## src/hdl/eth_tx_consts.svh

```systemverilog
//******************************
// Ethernet transmitter constants
// Addresses, ports, EtherTypes, header sizes and GMII framing
//******************************
`ifndef ETH_TX_CONSTS_SVH
`define ETH_TX_CONSTS_SVH

// MAC addresses
`define ETH_LOCAL_MAC       48'h02_00_00_00_00_00
`define ETH_BCAST_MAC       48'hFF_FF_FF_FF_FF_FF

`define ETH_TYPE_PTP        16'h88F7
`define ETH_TYPE_IPV4       16'h0800

// 192.168.1.128 to broadcast
`define IP_SRC_ADDR         {8'd192, 8'd168, 8'd1, 8'd128}
`define IP_DST_ADDR         {8'd255, 8'd255, 8'd255, 8'd255}
`define IP_TTL              8'd64
`define IP_PROTO_UDP        8'd17

`define UDP_SRC_PORT        16'd1234
`define UDP_DST_PORT        16'd5555

// Byte counts
`define ETH_HDR_BYTES       14
`define IP_UDP_HDR_BYTES    28
`define ETH_MIN_DATA_BYTES  60
`define GMII_PREAMBLE_BYTES 7
`define GMII_IFG_CYCLES     12

`endif

```

## src/hdl/eth_tx_pkg.sv

```systemverilog
//******************************
// Ethernet transmitter types
// Frame kind and byte/length types shared by the design
//******************************
package eth_tx_pkg;

    // Selects the EtherType and whether IP/UDP headers are inserted
    typedef enum logic {
        KIND_PTP = 1'b0,
        KIND_UDP = 1'b1
    } frame_kind_e;

    // One stream or GMII byte
    typedef logic [7:0] byte_t;

    // Payload length or IPv4/UDP length field
    typedef logic [15:0] len_t;

endpackage

```

## src/hdl/byte_stream_if.sv

```systemverilog
//******************************
// Byte stream interface
// valid/ready handshake with last marking the final frame byte
//******************************
`timescale 1ns/1ps

interface byte_stream_if ();

    eth_tx_pkg::byte_t data;
    logic              valid;
    logic              ready;
    logic              last;

    modport source (
        output data,
        output valid,
        output last,
        input  ready
    );

    modport sink (
        input  data,
        input  valid,
        input  last,
        output ready
    );

endinterface

```

## src/hdl/frame_builder.sv

```systemverilog
//******************************
// Frame builder
// Ethernet header, optional IPv4/UDP header, then payload
//******************************
`timescale 1ns/1ps
`include "eth_tx_consts.svh"

module frame_builder (
    input  logic                    logic_clk,
    input  logic                    arst_n,
    byte_stream_if.sink             in,
    input  eth_tx_pkg::frame_kind_e kind,
    input  eth_tx_pkg::len_t        udp_payload_len,
    byte_stream_if.source           out
);

    typedef enum logic [1:0] {
        PH_ETH,
        PH_IPUDP,
        PH_PAYLOAD
    } phase_e;

    phase_e                      phase;
    logic [4:0]                  cnt;
    eth_tx_pkg::frame_kind_e     kind_q;
    eth_tx_pkg::len_t            len_q;
    logic [15:0]                 eth_type;
    logic [8*`ETH_HDR_BYTES-1:0] eth_hdr;
    eth_tx_pkg::byte_t           eth_byte;
    eth_tx_pkg::byte_t           ip_byte;
    logic                        hdr_accept;
    logic                        first_accept;

    ipv4_udp_header u_ip_hdr (
        .udp_payload_len (len_q),
        .index           (cnt),
        .hdr_byte        (ip_byte)
    );

    // EtherType only read at bytes 12 and 13, after capture
    assign eth_type = (kind_q == eth_tx_pkg::KIND_UDP) ? `ETH_TYPE_IPV4 : `ETH_TYPE_PTP;
    assign eth_hdr  = {`ETH_BCAST_MAC, `ETH_LOCAL_MAC, eth_type};

    always_comb begin
        eth_byte = 8'h00;
        if (cnt < 5'(`ETH_HDR_BYTES)) begin
            eth_byte = eth_hdr[8*(`ETH_HDR_BYTES - 1 - cnt) +: 8];
        end
    end

    // Headers hold the source off, payload passes straight through
    always_comb begin
        out.data  = in.data;
        out.valid = in.valid;
        out.last  = in.last;
        in.ready  = out.ready;
        case (phase)
            PH_ETH: begin
                out.data = eth_byte;
                out.last = 1'b0;
                in.ready = 1'b0;
            end
            PH_IPUDP: begin
                out.data = ip_byte;
                out.last = 1'b0;
                in.ready = 1'b0;
            end
            default: begin
            end
        endcase
    end

    assign hdr_accept   = out.valid && out.ready && (phase != PH_PAYLOAD);
    assign first_accept = hdr_accept && (phase == PH_ETH) && (cnt == 5'd0);

    always_ff @(posedge logic_clk or negedge arst_n) begin
        if (!arst_n) begin
            phase  <= PH_ETH;
            cnt    <= 5'd0;
            kind_q <= eth_tx_pkg::KIND_PTP;
        end else begin
            if (first_accept) begin
                kind_q <= kind;
            end
            case (phase)
                PH_ETH: begin
                    if (hdr_accept) begin
                        if (cnt == 5'(`ETH_HDR_BYTES - 1)) begin
                            cnt   <= 5'd0;
                            phase <= (kind_q == eth_tx_pkg::KIND_UDP) ? PH_IPUDP : PH_PAYLOAD;
                        end else begin
                            cnt <= cnt + 5'd1;
                        end
                    end
                end
                PH_IPUDP: begin
                    if (hdr_accept) begin
                        if (cnt == 5'(`IP_UDP_HDR_BYTES - 1)) begin
                            cnt   <= 5'd0;
                            phase <= PH_PAYLOAD;
                        end else begin
                            cnt <= cnt + 5'd1;
                        end
                    end
                end
                default: begin
                    if (in.valid && in.ready && in.last) begin
                        phase <= PH_ETH;
                    end
                end
            endcase
        end
    end

    // Length is taken together with the first header byte
    always_ff @(posedge logic_clk) begin
        if (first_accept) begin
            len_q <= udp_payload_len;
        end
    end

endmodule

```

## src/hdl/gmii_tx_framer.sv

```systemverilog
//******************************
// GMII transmit framer
// Preamble, padding, FCS and interframe gap onto GMII
//******************************
`timescale 1ns/1ps
`include "eth_tx_consts.svh"

module gmii_tx_framer (
    input  logic              logic_clk,
    input  logic              arst_n,
    byte_stream_if.sink       in,
    output eth_tx_pkg::byte_t gmii_txd,
    output logic              gmii_tx_en,
    output logic              gmii_tx_er
);

    typedef enum logic [2:0] {
        ST_IDLE,
        ST_PREAMBLE,
        ST_DATA,
        ST_PAD,
        ST_FCS,
        ST_GAP
    } state_e;

    state_e      state;
    logic [2:0]  pre_cnt;
    logic [5:0]  data_cnt;
    logic [5:0]  data_cnt_next;
    logic [1:0]  fcs_idx;
    logic [3:0]  gap_cnt;
    logic [31:0] crc;
    logic [31:0] fcs;

    // Reflected CRC-32, one byte per call
    function automatic logic [31:0] crc32_byte(input logic [31:0] crc_in,
                                               input eth_tx_pkg::byte_t data);
        logic [31:0] c;
        c = crc_in ^ {24'h0, data};
        for (int i = 0; i < 8; i++) begin
            c = c[0] ? ((c >> 1) ^ 32'hEDB8_8320) : (c >> 1);
        end
        return c;
    endfunction

    // Saturates once the minimum length is reached
    assign data_cnt_next = (data_cnt == 6'(`ETH_MIN_DATA_BYTES)) ? data_cnt
                                                                  : data_cnt + 6'd1;
    assign fcs      = ~crc;
    assign in.ready = (state == ST_DATA);

    always_ff @(posedge logic_clk or negedge arst_n) begin
        if (!arst_n) begin
            state      <= ST_IDLE;
            gmii_txd   <= 8'h00;
            gmii_tx_en <= 1'b0;
            gmii_tx_er <= 1'b0;
            pre_cnt    <= 3'd0;
            data_cnt   <= 6'd0;
            fcs_idx    <= 2'd0;
            gap_cnt    <= 4'd0;
            crc        <= 32'hFFFF_FFFF;
        end else begin
            case (state)
                ST_IDLE: begin
                    gmii_txd   <= 8'h00;
                    gmii_tx_en <= 1'b0;
                    gmii_tx_er <= 1'b0;
                    if (in.valid) begin
                        gmii_txd   <= 8'h55;
                        gmii_tx_en <= 1'b1;
                        pre_cnt    <= 3'd1;
                        data_cnt   <= 6'd0;
                        fcs_idx    <= 2'd0;
                        crc        <= 32'hFFFF_FFFF;
                        state      <= ST_PREAMBLE;
                    end
                end
                ST_PREAMBLE: begin
                    if (pre_cnt == 3'(`GMII_PREAMBLE_BYTES)) begin
                        // SFD
                        gmii_txd <= 8'hD5;
                        state    <= ST_DATA;
                    end else begin
                        gmii_txd <= 8'h55;
                        pre_cnt  <= pre_cnt + 3'd1;
                    end
                end
                ST_DATA: begin
                    data_cnt <= data_cnt_next;
                    if (in.valid) begin
                        gmii_txd <= in.data;
                        crc      <= crc32_byte(crc, in.data);
                        if (in.last) begin
                            state <= (data_cnt_next < 6'(`ETH_MIN_DATA_BYTES)) ? ST_PAD
                                                                              : ST_FCS;
                        end
                    end else begin
                        // Underflow, send a zero byte and mark the frame bad
                        gmii_txd   <= 8'h00;
                        gmii_tx_er <= 1'b1;
                        crc        <= crc32_byte(crc, 8'h00);
                    end
                end
                ST_PAD: begin
                    gmii_txd <= 8'h00;
                    crc      <= crc32_byte(crc, 8'h00);
                    data_cnt <= data_cnt_next;
                    if (data_cnt_next == 6'(`ETH_MIN_DATA_BYTES)) begin
                        state <= ST_FCS;
                    end
                end
                ST_FCS: begin
                    // Least significant byte first
                    gmii_txd <= fcs[8*fcs_idx +: 8];
                    fcs_idx  <= fcs_idx + 2'd1;
                    if (fcs_idx == 2'd3) begin
                        gap_cnt <= 4'd0;
                        state   <= ST_GAP;
                    end
                end
                ST_GAP: begin
                    gmii_txd   <= 8'h00;
                    gmii_tx_en <= 1'b0;
                    gmii_tx_er <= 1'b0;
                    gap_cnt    <= gap_cnt + 4'd1;
                    if (gap_cnt == 4'(`GMII_IFG_CYCLES - 1)) begin
                        state <= ST_IDLE;
                    end
                end
                default: begin
                    state <= ST_IDLE;
                end
            endcase
        end
    end

endmodule

```

## src/hdl/gmii_udp_tx.sv

```systemverilog
//******************************
// GMII PTP/UDP transmitter
// Arbiter, frame builder and GMII framer on one clock
//******************************
`timescale 1ns/1ps

module gmii_udp_tx (
    input  logic              logic_clk,
    input  logic              arst_n,
    input  eth_tx_pkg::byte_t ptp_tdata,
    input  logic              ptp_tvalid,
    input  logic              ptp_tlast,
    output logic              ptp_tready,
    input  eth_tx_pkg::byte_t udp_tdata,
    input  logic              udp_tvalid,
    input  logic              udp_tlast,
    output logic              udp_tready,
    input  eth_tx_pkg::len_t  udp_payload_len,
    output eth_tx_pkg::byte_t gmii_txd,
    output logic              gmii_tx_en,
    output logic              gmii_tx_er
);

    eth_tx_pkg::frame_kind_e kind;

    byte_stream_if arb_if ();
    byte_stream_if frm_if ();

    payload_arbiter u_arbiter (
        .logic_clk  (logic_clk),
        .arst_n     (arst_n),
        .ptp_tdata  (ptp_tdata),
        .ptp_tvalid (ptp_tvalid),
        .ptp_tlast  (ptp_tlast),
        .ptp_tready (ptp_tready),
        .udp_tdata  (udp_tdata),
        .udp_tvalid (udp_tvalid),
        .udp_tlast  (udp_tlast),
        .udp_tready (udp_tready),
        .out        (arb_if.source),
        .kind       (kind)
    );

    frame_builder u_builder (
        .logic_clk       (logic_clk),
        .arst_n          (arst_n),
        .in              (arb_if.sink),
        .kind            (kind),
        .udp_payload_len (udp_payload_len),
        .out             (frm_if.source)
    );

    gmii_tx_framer u_framer (
        .logic_clk  (logic_clk),
        .arst_n     (arst_n),
        .in         (frm_if.sink),
        .gmii_txd   (gmii_txd),
        .gmii_tx_en (gmii_tx_en),
        .gmii_tx_er (gmii_tx_er)
    );

endmodule

```

## src/hdl/ipv4_udp_header.sv

```systemverilog
//******************************
// IPv4 and UDP header generator
// 28 header bytes in network order, IPv4 checksum included
//******************************
`timescale 1ns/1ps
`include "eth_tx_consts.svh"

module ipv4_udp_header (
    input  eth_tx_pkg::len_t  udp_payload_len,
    input  logic [4:0]        index,
    output eth_tx_pkg::byte_t hdr_byte
);

    eth_tx_pkg::len_t               ip_len;
    eth_tx_pkg::len_t               udp_len;
    logic [31:0]                    src_ip;
    logic [31:0]                    dst_ip;
    logic [31:0]                    sum;
    logic [16:0]                    fold;
    logic [15:0]                    csum;
    logic [8*`IP_UDP_HDR_BYTES-1:0] hdr;

    assign src_ip  = `IP_SRC_ADDR;
    assign dst_ip  = `IP_DST_ADDR;
    assign ip_len  = udp_payload_len + 16'(`IP_UDP_HDR_BYTES);
    // 8 byte UDP header
    assign udp_len = udp_payload_len + 16'd8;

    // Identification, flags and checksum words are zero
    assign sum = 32'h0000_4500
               + {16'h0, ip_len}
               + {16'h0, `IP_TTL, `IP_PROTO_UDP}
               + {16'h0, src_ip[31:16]} + {16'h0, src_ip[15:0]}
               + {16'h0, dst_ip[31:16]} + {16'h0, dst_ip[15:0]};

    // End-around carry, the sum stays far below 2^20
    assign fold = {1'b0, sum[15:0]} + {1'b0, sum[31:16]};
    assign csum = ~(fold[15:0] + {15'h0, fold[16]});

    assign hdr = {8'h45, 8'h00, ip_len, 16'h0000, 16'h0000,
                  `IP_TTL, `IP_PROTO_UDP, csum, src_ip, dst_ip,
                  `UDP_SRC_PORT, `UDP_DST_PORT, udp_len, 16'h0000};

    always_comb begin
        hdr_byte = 8'h00;
        if (index < 5'(`IP_UDP_HDR_BYTES)) begin
            hdr_byte = hdr[8*(`IP_UDP_HDR_BYTES - 1 - index) +: 8];
        end
    end

endmodule

```

## src/hdl/payload_arbiter.sv

```systemverilog
//******************************
// Payload arbiter
// Frame-level fixed priority between the PTP and UDP streams
//******************************
`timescale 1ns/1ps

module payload_arbiter (
    input  logic                    logic_clk,
    input  logic                    arst_n,
    input  eth_tx_pkg::byte_t       ptp_tdata,
    input  logic                    ptp_tvalid,
    input  logic                    ptp_tlast,
    output logic                    ptp_tready,
    input  eth_tx_pkg::byte_t       udp_tdata,
    input  logic                    udp_tvalid,
    input  logic                    udp_tlast,
    output logic                    udp_tready,
    byte_stream_if.source           out,
    output eth_tx_pkg::frame_kind_e kind
);

    logic                    locked;
    eth_tx_pkg::frame_kind_e grant;
    eth_tx_pkg::frame_kind_e sel;
    logic                    last_done;

    // PTP wins when idle and both are pending
    always_comb begin
        if (locked) begin
            sel = grant;
        end else if (ptp_tvalid) begin
            sel = eth_tx_pkg::KIND_PTP;
        end else begin
            sel = eth_tx_pkg::KIND_UDP;
        end
    end

    assign out.data  = (sel == eth_tx_pkg::KIND_PTP) ? ptp_tdata  : udp_tdata;
    assign out.valid = (sel == eth_tx_pkg::KIND_PTP) ? ptp_tvalid : udp_tvalid;
    assign out.last  = (sel == eth_tx_pkg::KIND_PTP) ? ptp_tlast  : udp_tlast;

    // Only the granted source sees ready
    assign ptp_tready = (sel == eth_tx_pkg::KIND_PTP) && out.ready;
    assign udp_tready = (sel == eth_tx_pkg::KIND_UDP) && out.ready;

    assign kind      = sel;
    assign last_done = out.valid && out.ready && out.last;

    // Grant is held from the first cycle a frame is presented
    // so the header stage and the payload always agree on the kind
    always_ff @(posedge logic_clk or negedge arst_n) begin
        if (!arst_n) begin
            locked <= 1'b0;
            grant  <= eth_tx_pkg::KIND_PTP;
        end else if (locked) begin
            if (last_done) begin
                locked <= 1'b0;
            end
        end else if (out.valid && !last_done) begin
            locked <= 1'b1;
            grant  <= sel;
        end
    end

endmodule

```

## config.mk

```make
export PLATFORM = sky130hd
export DESIGN_NAME = gmii_udp_tx
export DESIGN_NICKNAME = d
export VERILOG_FILES = /design/src/hdl/eth_tx_pkg.sv /design/src/hdl/byte_stream_if.sv /design/src/hdl/frame_builder.sv /design/src/hdl/gmii_tx_framer.sv /design/src/hdl/gmii_udp_tx.sv /design/src/hdl/ipv4_udp_header.sv /design/src/hdl/payload_arbiter.sv
export VERILOG_INCLUDE_DIRS = /design/src /design/src/hdl
export SDC_FILE = /design/constraint.sdc
export NUM_CORES = 1
export LEC_CHECK = 0
export BUFFER_PORTS_ARGS = -buffer_cell sky130_fd_sc_hd__buf_4
export CELL_PAD_IN_SITES_DETAIL_PLACEMENT = 2
export CELL_PAD_IN_SITES_GLOBAL_PLACEMENT = 2
export CORE_MARGIN = 1
export CORE_UTILIZATION = 35
export DETAILED_ROUTE_END_ITERATION = 10
export PLACE_DENSITY = 0.83
export SYNTH_ARGS = -nofsm -noshare
export SYNTH_HDL_FRONTEND = slang
export SYNTH_SLANG_ARGS = --single-unit
```

## constraint.sdc

```tcl
create_clock -name logic_clk -period 6.65 [get_ports logic_clk]
set_input_delay 0.3325 -clock logic_clk [delete_from_list [all_inputs] [get_ports logic_clk]]
set_output_delay 0.3325 -clock logic_clk [all_outputs]
set_load 0.02 [all_outputs]
```

Word-level counts from Yosys, hierarchy flattened
Cells that the tools add are included.
{"block": "totals", "register_bits": 86, "input_bits": 38, "output_inout_bits": 12, "elab_cells": 194}
{"block": "op_classes", "addsub": 17, "order_cmp": 3, "n_eq_ne": 27, "n_shift": 3, "mux": 71, "bitwise": 21, "reduce_logical": 37}
{"cell": "32-bit 2-to-1 mux", "count": 18}
{"cell": "13-bit inverter with 14-bit output", "count": 16}
{"cell": "224-bit by 33-bit indexed part select with 8-bit output", "count": 1}
{"cell": "112-bit by 33-bit indexed part select with 8-bit output", "count": 1}
{"cell": "32-bit one-hot mux with 3 select lines", "count": 1}
{"cell": "8-bit 2-to-1 mux", "count": 5}
{"cell": "8-bit one-hot mux with 5 select lines", "count": 1}
{"cell": "32-bit inverter", "count": 1}
{"cell": "32-bit by 6-bit indexed part select with 8-bit output", "count": 1}
{"cell": "32-bit by 8-bit bitwise XOR with 32-bit output", "count": 1}
{"cell": "3-bit 2-to-1 mux", "count": 9}
{"cell": "21-bit by 16-bit adder with 22-bit output (second input constant)", "count": 1}
{"cell": "20-bit by 16-bit adder with 21-bit output (second input constant)", "count": 1}
{"cell": "19-bit by 9-bit adder with 20-bit output (second input constant)", "count": 1}
{"cell": "5-bit 2-to-1 mux", "count": 4}
{"cell": "18-bit by 16-bit adder with 19-bit output (second input constant)", "count": 1}
{"cell": "17-bit by 15-bit adder with 18-bit output (second input constant)", "count": 1}
{"cell": "3-bit one-hot mux with 6 select lines", "count": 1}
{"cell": "15-bit by 16-bit adder with 17-bit output (first input constant)", "count": 1}
{"cell": "16-bit by 6-bit adder with 17-bit output", "count": 1}
{"cell": "16-bit by 1-bit adder with 16-bit output", "count": 1}
{"cell": "16-bit by 4-bit adder with 16-bit output (second input constant)", "count": 1}
{"cell": "16-bit by 5-bit adder with 16-bit output (second input constant)", "count": 1}
{"cell": "16-bit 2-to-1 mux", "count": 1}
{"cell": "other kinds (48)", "count": 108}

Longest topological paths before layout
Gate-level depths: netlist of the first run.
{"block": "depth", "word_depth": 32, "depth_mapped": 32, "depth_no_buf": 30}

By module
From an unflattened synthesis of the first run, not the netlist that was laid out.
{"block": "unflattened", "hier_cells": 968, "area_unflattened_um2": 8511.9}
{"module": "gmii_tx_framer", "instances": 1, "cells_per_inst": 466, "area_each_um2": 4520.6, "seq_area_each_um2": 1541.5}
{"module": "ipv4_udp_header", "instances": 1, "cells_per_inst": 379, "area_each_um2": 2507.4, "seq_area_each_um2": 0.0}
{"module": "frame_builder", "instances": 1, "cells_per_inst": 95, "area_each_um2": 1222.4, "seq_area_each_um2": 680.7}
{"module": "payload_arbiter", "instances": 1, "cells_per_inst": 28, "area_each_um2": 261.5, "seq_area_each_um2": 50.0}

Worst setup path before layout of the first run
OpenSTA, ideal clock, no wires.
{"block": "synth_path", "path_type": "reg-to-reg", "start": "reg u_builder.len_q[2]", "end": "reg u_framer.crc[25]", "setup_ps": 84, "t_arrival_ps": 6635, "slack_ps": -69, "stages_incl_launch_ff": 26, "synth_period_minus_slack_ps": 6719, "cell_sequence": "edfxtp_1 inv_1 ha_1 nor2b_2 buf_4 nor3_1 o221ai_2 nand4_1 a41oi_1 or2_2 ha_1 a21o_1 a21oi_1 nor3_1 nand2_1 nor4b_1 nor3_1 a2111o_1 or3_1 clkbuf_1 or3_1 nand4_2 xor2_1 xnor3_1 a221oi_1 nor2_1"}
{"block": "synth_between", "elab_chain_cells": 28, "elab_cells_between_ends": 30, "cone_classes": "10 x add/sub; 1 x shift; 12 x mux; 7 x bitwise"}
{"item": "from (decl)", "line": "frame_builder.sv:26", "source": "eth_tx_pkg::len_t len_q;"}
{"item": "from (signal assigned)", "line": "frame_builder.sv:118", "source": "len_q <= udp_payload_len;"}
{"item": "16-bit by 5-bit adder with 16-bit output", "line": "ipv4_udp_header.sv:25", "source": "assign ip_len = udp_payload_len + 16'(`IP_UDP_HDR_BYTES);"}
{"item": "15-bit by 16-bit adder with 17-bit output", "line": "ipv4_udp_header.sv:31", "source": "+ {16'h0, ip_len}"}
{"item": "17-bit by 15-bit adder with 18-bit output", "line": "ipv4_udp_header.sv:30", "source": "assign sum = 32'h0000_4500"}
{"item": "18-bit by 16-bit adder with 19-bit output", "line": "ipv4_udp_header.sv:30"}
{"item": "19-bit by 9-bit adder with 20-bit output", "line": "ipv4_udp_header.sv:30"}
{"item": "20-bit by 16-bit adder with 21-bit output", "line": "ipv4_udp_header.sv:30"}
{"item": "21-bit by 16-bit adder with 22-bit output", "line": "ipv4_udp_header.sv:30"}
{"item": "16-bit by 6-bit adder with 17-bit output", "line": "ipv4_udp_header.sv:37", "source": "assign fold = {1'b0, sum[15:0]} + {1'b0, sum[31:16]};"}
{"item": "[10 not listed]"}
{"item": "13-bit inverter with 14-bit output (no source line)"}
{"item": "32-bit 2-to-1 mux * (2 in a row)", "line": "gmii_tx_framer.sv:41", "source": "c = c[0] ? ((c >> 1) ^ 32'hEDB8_8320) : (c >> 1);"}
{"item": "13-bit inverter with 14-bit output (no source line)"}
{"item": "32-bit 2-to-1 mux *", "line": "gmii_tx_framer.sv:41"}
{"item": "13-bit inverter with 14-bit output (no source line)"}
{"item": "32-bit 2-to-1 mux * (2 in a row)", "line": "gmii_tx_framer.sv:41"}
{"item": "32-bit 2-to-1 mux *", "line": "gmii_tx_framer.sv:91", "source": "if (in.valid) begin"}
{"item": "32-bit one-hot mux with 3 select lines *", "line": "gmii_tx_framer.sv:64", "source": "case (state)"}
{"item": "to (signal assigned)", "line": "gmii_tx_framer.sv:93", "source": "crc <= crc32_byte(crc, in.data);"}
{"item": "to (signal assigned)", "line": "gmii_tx_framer.sv:102", "source": "crc <= crc32_byte(crc, 8'h00);"}
{"item": "to (signal assigned)", "line": "gmii_tx_framer.sv:107", "source": "crc <= crc32_byte(crc, 8'h00);"}
{"item": "to (decl)", "line": "gmii_tx_framer.sv:32", "source": "logic [31:0] crc;"}
Mark *: on every way between the ends. The rest lies on a longest branch, timed or not.
A chain may end at the register's enable or synchronous reset.

Worst setup path after layout of the first run
{"block": "layout_path", "start": "reg u_builder.len_q[3]", "end": "reg u_framer.crc[13]"}
{"block": "layout_between", "elab_chain_cells": 26, "elab_cells_between_ends": 27, "cone_classes": "10 x add/sub; 1 x shift; 12 x mux; 4 x bitwise"}
{"item": "16-bit by 5-bit adder with 16-bit output", "line": "ipv4_udp_header.sv:25"}
{"item": "15-bit by 16-bit adder with 17-bit output", "line": "ipv4_udp_header.sv:31"}
{"item": "17-bit by 15-bit adder with 18-bit output", "line": "ipv4_udp_header.sv:30"}
{"item": "18-bit by 16-bit adder with 19-bit output", "line": "ipv4_udp_header.sv:30"}
{"item": "19-bit by 9-bit adder with 20-bit output", "line": "ipv4_udp_header.sv:30"}
{"item": "20-bit by 16-bit adder with 21-bit output", "line": "ipv4_udp_header.sv:30"}
{"item": "21-bit by 16-bit adder with 22-bit output", "line": "ipv4_udp_header.sv:30"}
{"item": "16-bit by 6-bit adder with 17-bit output", "line": "ipv4_udp_header.sv:37"}
{"item": "[5 not listed]"}
{"item": "32-bit by 8-bit bitwise XOR with 32-bit output *", "line": "gmii_tx_framer.sv:39", "source": "c = crc_in ^ {24'h0, data};"}
{"item": "32-bit 2-to-1 mux *", "line": "gmii_tx_framer.sv:41"}
{"item": "13-bit inverter with 14-bit output (no source line)"}
{"item": "32-bit 2-to-1 mux * (4 in a row)", "line": "gmii_tx_framer.sv:41"}
{"item": "13-bit inverter with 14-bit output (no source line)"}
{"item": "32-bit 2-to-1 mux * (3 in a row)", "line": "gmii_tx_framer.sv:41"}
{"item": "32-bit 2-to-1 mux *", "line": "gmii_tx_framer.sv:91"}
{"item": "32-bit one-hot mux with 3 select lines *", "line": "gmii_tx_framer.sv:64"}
Marked as above.

==> qor.yml, run 1 <==
layout:
  fill_cells: 2699
  fin_util_pct: 44.8
  layout-drive-gt1-share_pct: 28.5
  nNetsFinal: 1264
  synthToLayoutAreaGrowth_pct: 25.8
  diodes: 0
route:
  postRouteAntennaNets: 0
  wl_met2_um: 23800
  top_layer_used: "met5"
  wl_met3_um: 2940
  dr.pass1.iters: 5
  drt-initial-drc-count: 980
  drcViolationCount: 0
  via_per_inst: 6.61
  routed_wl_um: 49100
  vias: 10200
  wl_met1_um: 18700
  routedWlPerCell_um: 32.0
sta:
  slew_headroom_pct: 12.7
  finalSetupViolCount: 28
  min_period_over_period_pct: 109
  worst_slew_pin_slew_ns: 1.30
  finalMaxSlewViolations: 0
  fin_crit_ns: 7.22
  worst_slack_ns: -0.573
  fin_skew_ns: 0.0231
  fmax_mhz: 138
  hold_viol_final: 0
worst_hold_path:
  min_path_type: "input port to asynchronous set/reset pin"
die:
  die_width_um: 162
  start_util_pct: 35.6
  core_um2: 25200
  die_y_um: 162
  ios: 50
  die-area_um2: 26300
  row_count: 58
worst_setup_path:
  crit_top_cell: "buf_4"
  slowest_stage: "a41oi_2"
  critPathTopFamily: "compound AO/OA/AOI/OAI gates"
  path_class: "flip-flop to flip-flop"
  worstPathRequired_ns: 6.95
  arrival_ns: 7.52
  cp-end-kind: "flip-flop"
  critPathMaxStageDelay_ns: 0.50
  critPathMaxFanout: 4
  cp-start-kind: "flip-flop"
  crit_buf_inv: 5
job:
  drv_cap: 0
synthesis:
  syn-num-nets: 1150
  synth_area_leader_cell: "xnor2_1"
  synth_top_area_share_pct: 11.1
  synth.area.top_cells: "xnor2_1 11%, dfrtp_1 11%, dfstp_2 9.4%"
  postSynth.asyncResetShare_pct: 81.4
  ys.warnings.count: 0
  synth_cells: 1086
  synth_area_um2: 8970
  ys_ff_latch: 86
  netlist-cell-type-count: 106
  synth.avg_cell_area_um2: 8.26
  synth_ff_type: "dfrtp_1"
  synth_edf_count: 16
  ys_seq_area_share_pct: 25.3
cts:
  cts_root_buffer: "clkbuf_16"
  cts_buffer_depth: 2
  hold_buffers: 0
  clock_insertion_delay_worst_skew_ns: 0.38
  clock_sinks: 86
  path_clk_slew_ns: 0.09
  cts_buffers: 9
  cts_max_level: 3
  cts_tree: "built"
placement:
  port-buffer-count: 49
  globalplace.congestion: 0.896
  dp_hpwl_um: 29400
global_routing:
  grt_overflow: 0
  grt_max_degree: 71
  grt_pass1_vias: 10500
  gr-usage-all-layers_pct: 33.9
  antenna_found_initial: 3
  grt_pass1_wl_um: 66800
outcome:
  violations: "negative setup slack"
  status: "complete, but fails checks"
## stage by stage
step / setup TNS [ns] / area, µm² / hold WS (ns) / instances / worst slack (ns)
2_1_floorplan: 0 / 8980 / 0.0369 / 1086 / 0.102
3_3_place_gp: -0.899 / 10000 / 0.468 / 1469 / -0.215
3_5_place_dp: -10.31 / 10000 / 0.506 / 1469 / -0.700
4_1_cts: 0 / 10600 / 0.138 / 1507 / 0.00272
5_1_grt: -24.12 / 11300 / 0.138 / 1535 / -1.01
6_report: -11.50 / 11300 / 0.102 / 1535 / -0.573
## cell usage after synthesis, types with 5 or more instances
cell type	number
o22ai_1	16
mux2i_1	14
nor4_1	14
dfrtp_1	38
xnor2_1	114
a21oi_1	72
xor2_1	50
ha_1	25
mux2_2	5
o21ai_0	85
and2_1	9
a22o_1	11
buf_2	7
a31oi_1	8
nand3_1	27
nor3_1	29
or3_1	14
inv_1	27
a221oi_1	8
and3_1	8
o211ai_1	13
nand4_1	13
o21ai_1	5
a21boi_0	5
o31a_1	5
o21a_1	11
dfstp_2	32
nor2_1	87
o31ai_1	12
nand2b_1	5
a211oi_1	15
o221ai_1	5
nand2_1	106
clkbuf_1	48
mux4_2	8
edfxtp_1	16
buf_1	6
## per-layer routing
metal,vias to the layer above,GRT usage (%)
met1,5176,40.0
met4,4,19.7
met2,534,58.0
met5,-,0
li1,4191,-
met3,249,5.46
## placed cells by master, fill, tap and decap left out, types with 11 or more instances in the layout
cell      Yosys  layout
a211oi_1     15      12
dfstp_2      32      32
buf_4         2     163
a21oi_1      72      66
nor3_1       29      24
nor2_1       87      84
ha_1         25      19
o21ai_0      85      80
o31ai_1      12      11
a22o_1       11      11
inv_1        27      24
nand3_1      27      26
nand4_1      13      13
xor2_1       50      42
nand2_1     106     103
o211ai_1     13      13
xnor2_1     114     103
o21a_1       11      11
nor4_1       14      11
or3_1        14      12
dfrtp_1      38      38
edfxtp_1     16      16
o22ai_1      16      16
## what timing repair did
action	4_1_cts	5_1_grt
buffers inserted	20	28
pin swaps	8	34
resized for setup	23	80
endpoints found under the setup margin	26	29
gates cloned	2	0
## cell type report
cell class,instances,area [µm²],share of cell area [%]
Clock buffer,10,229,2.03
Clock inverter,6,70.1,0.621
Inverter,30,113,0.998
Multi-Input combinational cell,908,6930,61.4
Sequential cell,86,2270,20.1
Tap cell,330,413,3.66
Timing Repair Buffer,165,1250,11.1
## state kept, by name (all words and copies together), names as in the netlist
register             flops
u_framer.gmii_tx_en      1
u_arbiter.locked         1
u_builder.kind_q         1
u_framer.state           3
u_framer.crc            32
u_arbiter.grant          1
u_builder.cnt            5
u_framer.gap_cnt         4
u_framer.pre_cnt         3
u_builder.len_q         16
u_framer.data_cnt        6
u_framer.gmii_tx_er      1
u_framer.fcs_idx         2
u_framer.gmii_txd        8
u_builder.phase          2
## cell families after synthesis
kind of cell,synth area share [%]
xor gates and xnor gates,18.0
muxes,4.20
AOI/OAI and AO/OA,25.2
and+or+nand+nor,19.4
buffers and inverters,4.13
DFF,25.3
adders and majority gates,3.71
## worst paths after layout
kind	start	end	slack, ns	depth (start not counted)
setup / recovery	u_builder.len_q[3]	u_framer.crc[13]	-0.57	31
hold / removal	arst_n	u_framer.gap_cnt[3]	0.10	1
setup reg to reg	u_builder.len_q[3]	u_framer.crc[13]	-0.57	31
hold reg to reg	u_framer.gap_cnt[0]	u_framer.gap_cnt[0]	0.53	1
max in group asynchronous	arst_n	u_builder.cnt[4]	5.89	1
min in group logic_clk	udp_payload_len[11]	u_builder.len_q[11]	0.14	1
Power of run 1 is left out: the tool's default activity adds up to more than one toggle a clock period on the data nets, which glitch-free logic cannot reach.
==> inputs of run 2 (changes only) <==
--- a/config.mk
+++ b/config.mk
@@ -12,6 +12,7 @@
 export CORE_MARGIN = 1
 export CORE_UTILIZATION = 35
 export DETAILED_ROUTE_END_ITERATION = 10
+export HOLD_SLACK_MARGIN = 0.15
 export PLACE_DENSITY = 0.83
 export SYNTH_ARGS = -nofsm -noshare
 export SYNTH_HDL_FRONTEND = slang
==> qor.yml, run 2 (synthesized netlist as in run 1, its figures left out) <==
global_routing:
  grt_pass1_wl_um: 69300  # +3.6%
  grt_overflow: 0  # unchanged
  grt_max_degree: 71  # unchanged
  grt_pass1_vias: 10800  # +2.8%
  gr-usage-all-layers_pct: 35.2  # +1.4 points
  antenna_found_initial: 7  # +4
sta:
  rsz0062_at_grt: "yes"
  min_period_over_period_pct: 110  # +1.2 points
  worst_slew_pin_slew_ns: 1.33  # +0.0285 ns
  hold_viol_final: 0  # unchanged
  worst_slack_ns: -0.650  # -0.0768 ns
  fin_tns_setup_ns: -10.67  # +0.831 ns
  slew_headroom_pct: 10.6  # -2.1 points
  fmax_mhz: 137  # -1.1%
  finalMaxSlewViolations: 0  # unchanged
  fin_crit_ns: 7.30  # +0.0768 ns
  fin_skew_ns: 0.0223  # -0.000775 ns
  finalSetupViolCount: 28  # unchanged
die:
  die-area_um2: 26300  # unchanged
  die_width_um: 162  # unchanged
  ios: 50  # unchanged
  core_um2: 25200  # unchanged
  row_count: 58  # unchanged
  die_y_um: 162  # unchanged
  start_util_pct: 35.6  # unchanged
route:
  wl_met2_um: 26400  # +11%
  wl_met3_um: 4570  # +56%
  routedWlPerCell_um: 36.3  # +13%
  top_layer_used: "met5"
  via_per_inst: 6.99  # +5.7%
  drcViolationCount: 0  # unchanged
  wl_met1_um: 20200  # +8.1%
  postRouteAntennaNets: 0  # unchanged
  vias: 10900  # +7.1%
  dr.pass1.iters: 5  # unchanged
  routed_wl_um: 56300  # +15%
  drt-initial-drc-count: 1103  # +13%
cts:
  cts_max_level: 3  # unchanged
  cts_tree: "built"
  path_clk_slew_ns: 0.09  # about the same
  cts_buffer_depth: 2  # unchanged
  cts_buffers: 9  # unchanged
  clock_insertion_delay_worst_skew_ns: 0.38  # about the same
  clock_sinks: 86  # unchanged
  cts_root_buffer: "clkbuf_16"
layout:
  regMostFlops: "u_framer.crc"
  largest_reg_flops: 32  # unchanged
  synthToLayoutAreaGrowth_pct: 29.5
  nNetsFinal: 1282  # +1.4%
  design_area_um2: 11600  # +2.9%
  final_common_cell: "buf_4"
  layout-drive-gt1-share_pct: 29.4  # +0.81 points
  top_regs: "u_framer.crc: 32 flops, u_builder.len_q: 16 flops, u_framer.gmii_txd: 8 flops"
  layout_common_cells: "165 x buf_4, 103 x nand2_1, 100 x xnor2_1, 83 x nor2_1, 80 x o21ai_0"
worst_setup_path:
  worstRegToRegCells: 28  # -9.7%
  worstPathRequired_ns: 6.93  # -0.02 ns
  slowest_stage: "o21ai_1"
  timing.reg2reg.setup_slack_ns: -0.65  # -0.08 ns
  path_class: "flip-flop to flip-flop"
  cp-start-kind: "flip-flop"
  rr_startpoint: "u_builder.len_q[3]"
  reg2reg_to: "u_framer.crc[25]"
  arrival_ns: 7.58  # +0.06 ns
  cp-end-kind: "flip-flop"
  critPathMaxStageDelay_ns: 0.68  # +0.18 ns
  critPathMaxFanout: 5  # +1
worst_hold_path:
  min_path_type: "input port to flip-flop"
  hold_start: "udp_payload_len[4]"
  holdPathEnd: "u_builder.len_q[4]"
  whs_path_depth: 1
placement:
  dp_hpwl_um: 29400  # unchanged
  placed_cell_area_um2: 10000  # unchanged
  globalplace.congestion: 0.896  # unchanged
  pre_cts_ws_ns: -0.700  # unchanged
  port-buffer-count: 49  # unchanged
job:
  drv_cap: 0  # unchanged
outcome:
  violations: "negative setup slack"
  status: "complete, but fails checks"
-- run 2: timing repair --
action | CTS | global route
gates resized for setup | 23 | 102
pin swaps | 8 | 37
setup buffers | 20 | 32
endpoints found under the setup margin | 26 | 30
gates cloned | 2 | 0
hold buffers | 14 | 0
hold endpoints to repair | 26 | 0
-- run 2: stage by stage --
stage / util (%) / hold slack [ns] / std cells
2_1_floorplan: - / 0.0369 / 1086
3_3_place_gp: 39.8 / 0.468 / 1469
3_5_place_dp: 39.8 / 0.506 / 1469
4_1_cts: 42.8 / 0.152 / 1521
5_1_grt: 46.1 / 0.147 / 1553
6_report: 46.1 / 0.162 / 1554
-- run 2: final cells by class --
cell class / count / area, µm²
Clock buffer: 10 / 229
Timing Repair Buffer: 183 / 1440
Antenna cell: 1 / 2.50
Inverter: 30 / 115
Clock inverter: 6 / 70.1
Fill cell: 2703 / 13600
Tap cell: 330 / 413
Sequential cell: 86 / 2270
Multi-Input combinational cell: 908 / 7070
-- run 2: worst max-delay path: cells and delay by family (launching register included) --
| kind | cells | cell delay (ns) |
|---|---|---|
| buf+inv | 2 | 0.33 |
| flops | 1 | 0.53 |
| xor+xnor | 4 | 1.07 |
| simple gates | 11 | 1.99 |
| compound gates | 8 | 2.50 |
| fa+ha+maj | 3 | 0.76 |
-- run 2: worst max-delay path by stage --
stage / from / end / slack (ns) / depth (start not counted)
2_1_floorplan: u_builder.len_q[2] / u_framer.crc[25] / 0.10 / 25
3_3_place_gp: u_builder.len_q[3] / u_framer.crc[21] / -0.22 / 31
3_5_place_dp: u_builder.len_q[3] / u_framer.crc[21] / -0.70 / 31
4_1_cts: u_builder.len_q[4] / u_framer.crc[15] / 0.003 / 24
5_1_grt: u_builder.len_q[3] / u_framer.crc[25] / -0.93 / 25
6_report: u_builder.len_q[3] / u_framer.crc[25] / -0.65 / 28
-- run 2: layer usage --
layer / vias up / GRT usage, %
li1: 4235 / -
met1: 5532 / 40.8
met2: 724 / 59.2
met3: 369 / 6.84
met4: 10 / 23.0
met5: - / 0
Power of run 2 is left out for the same reason.
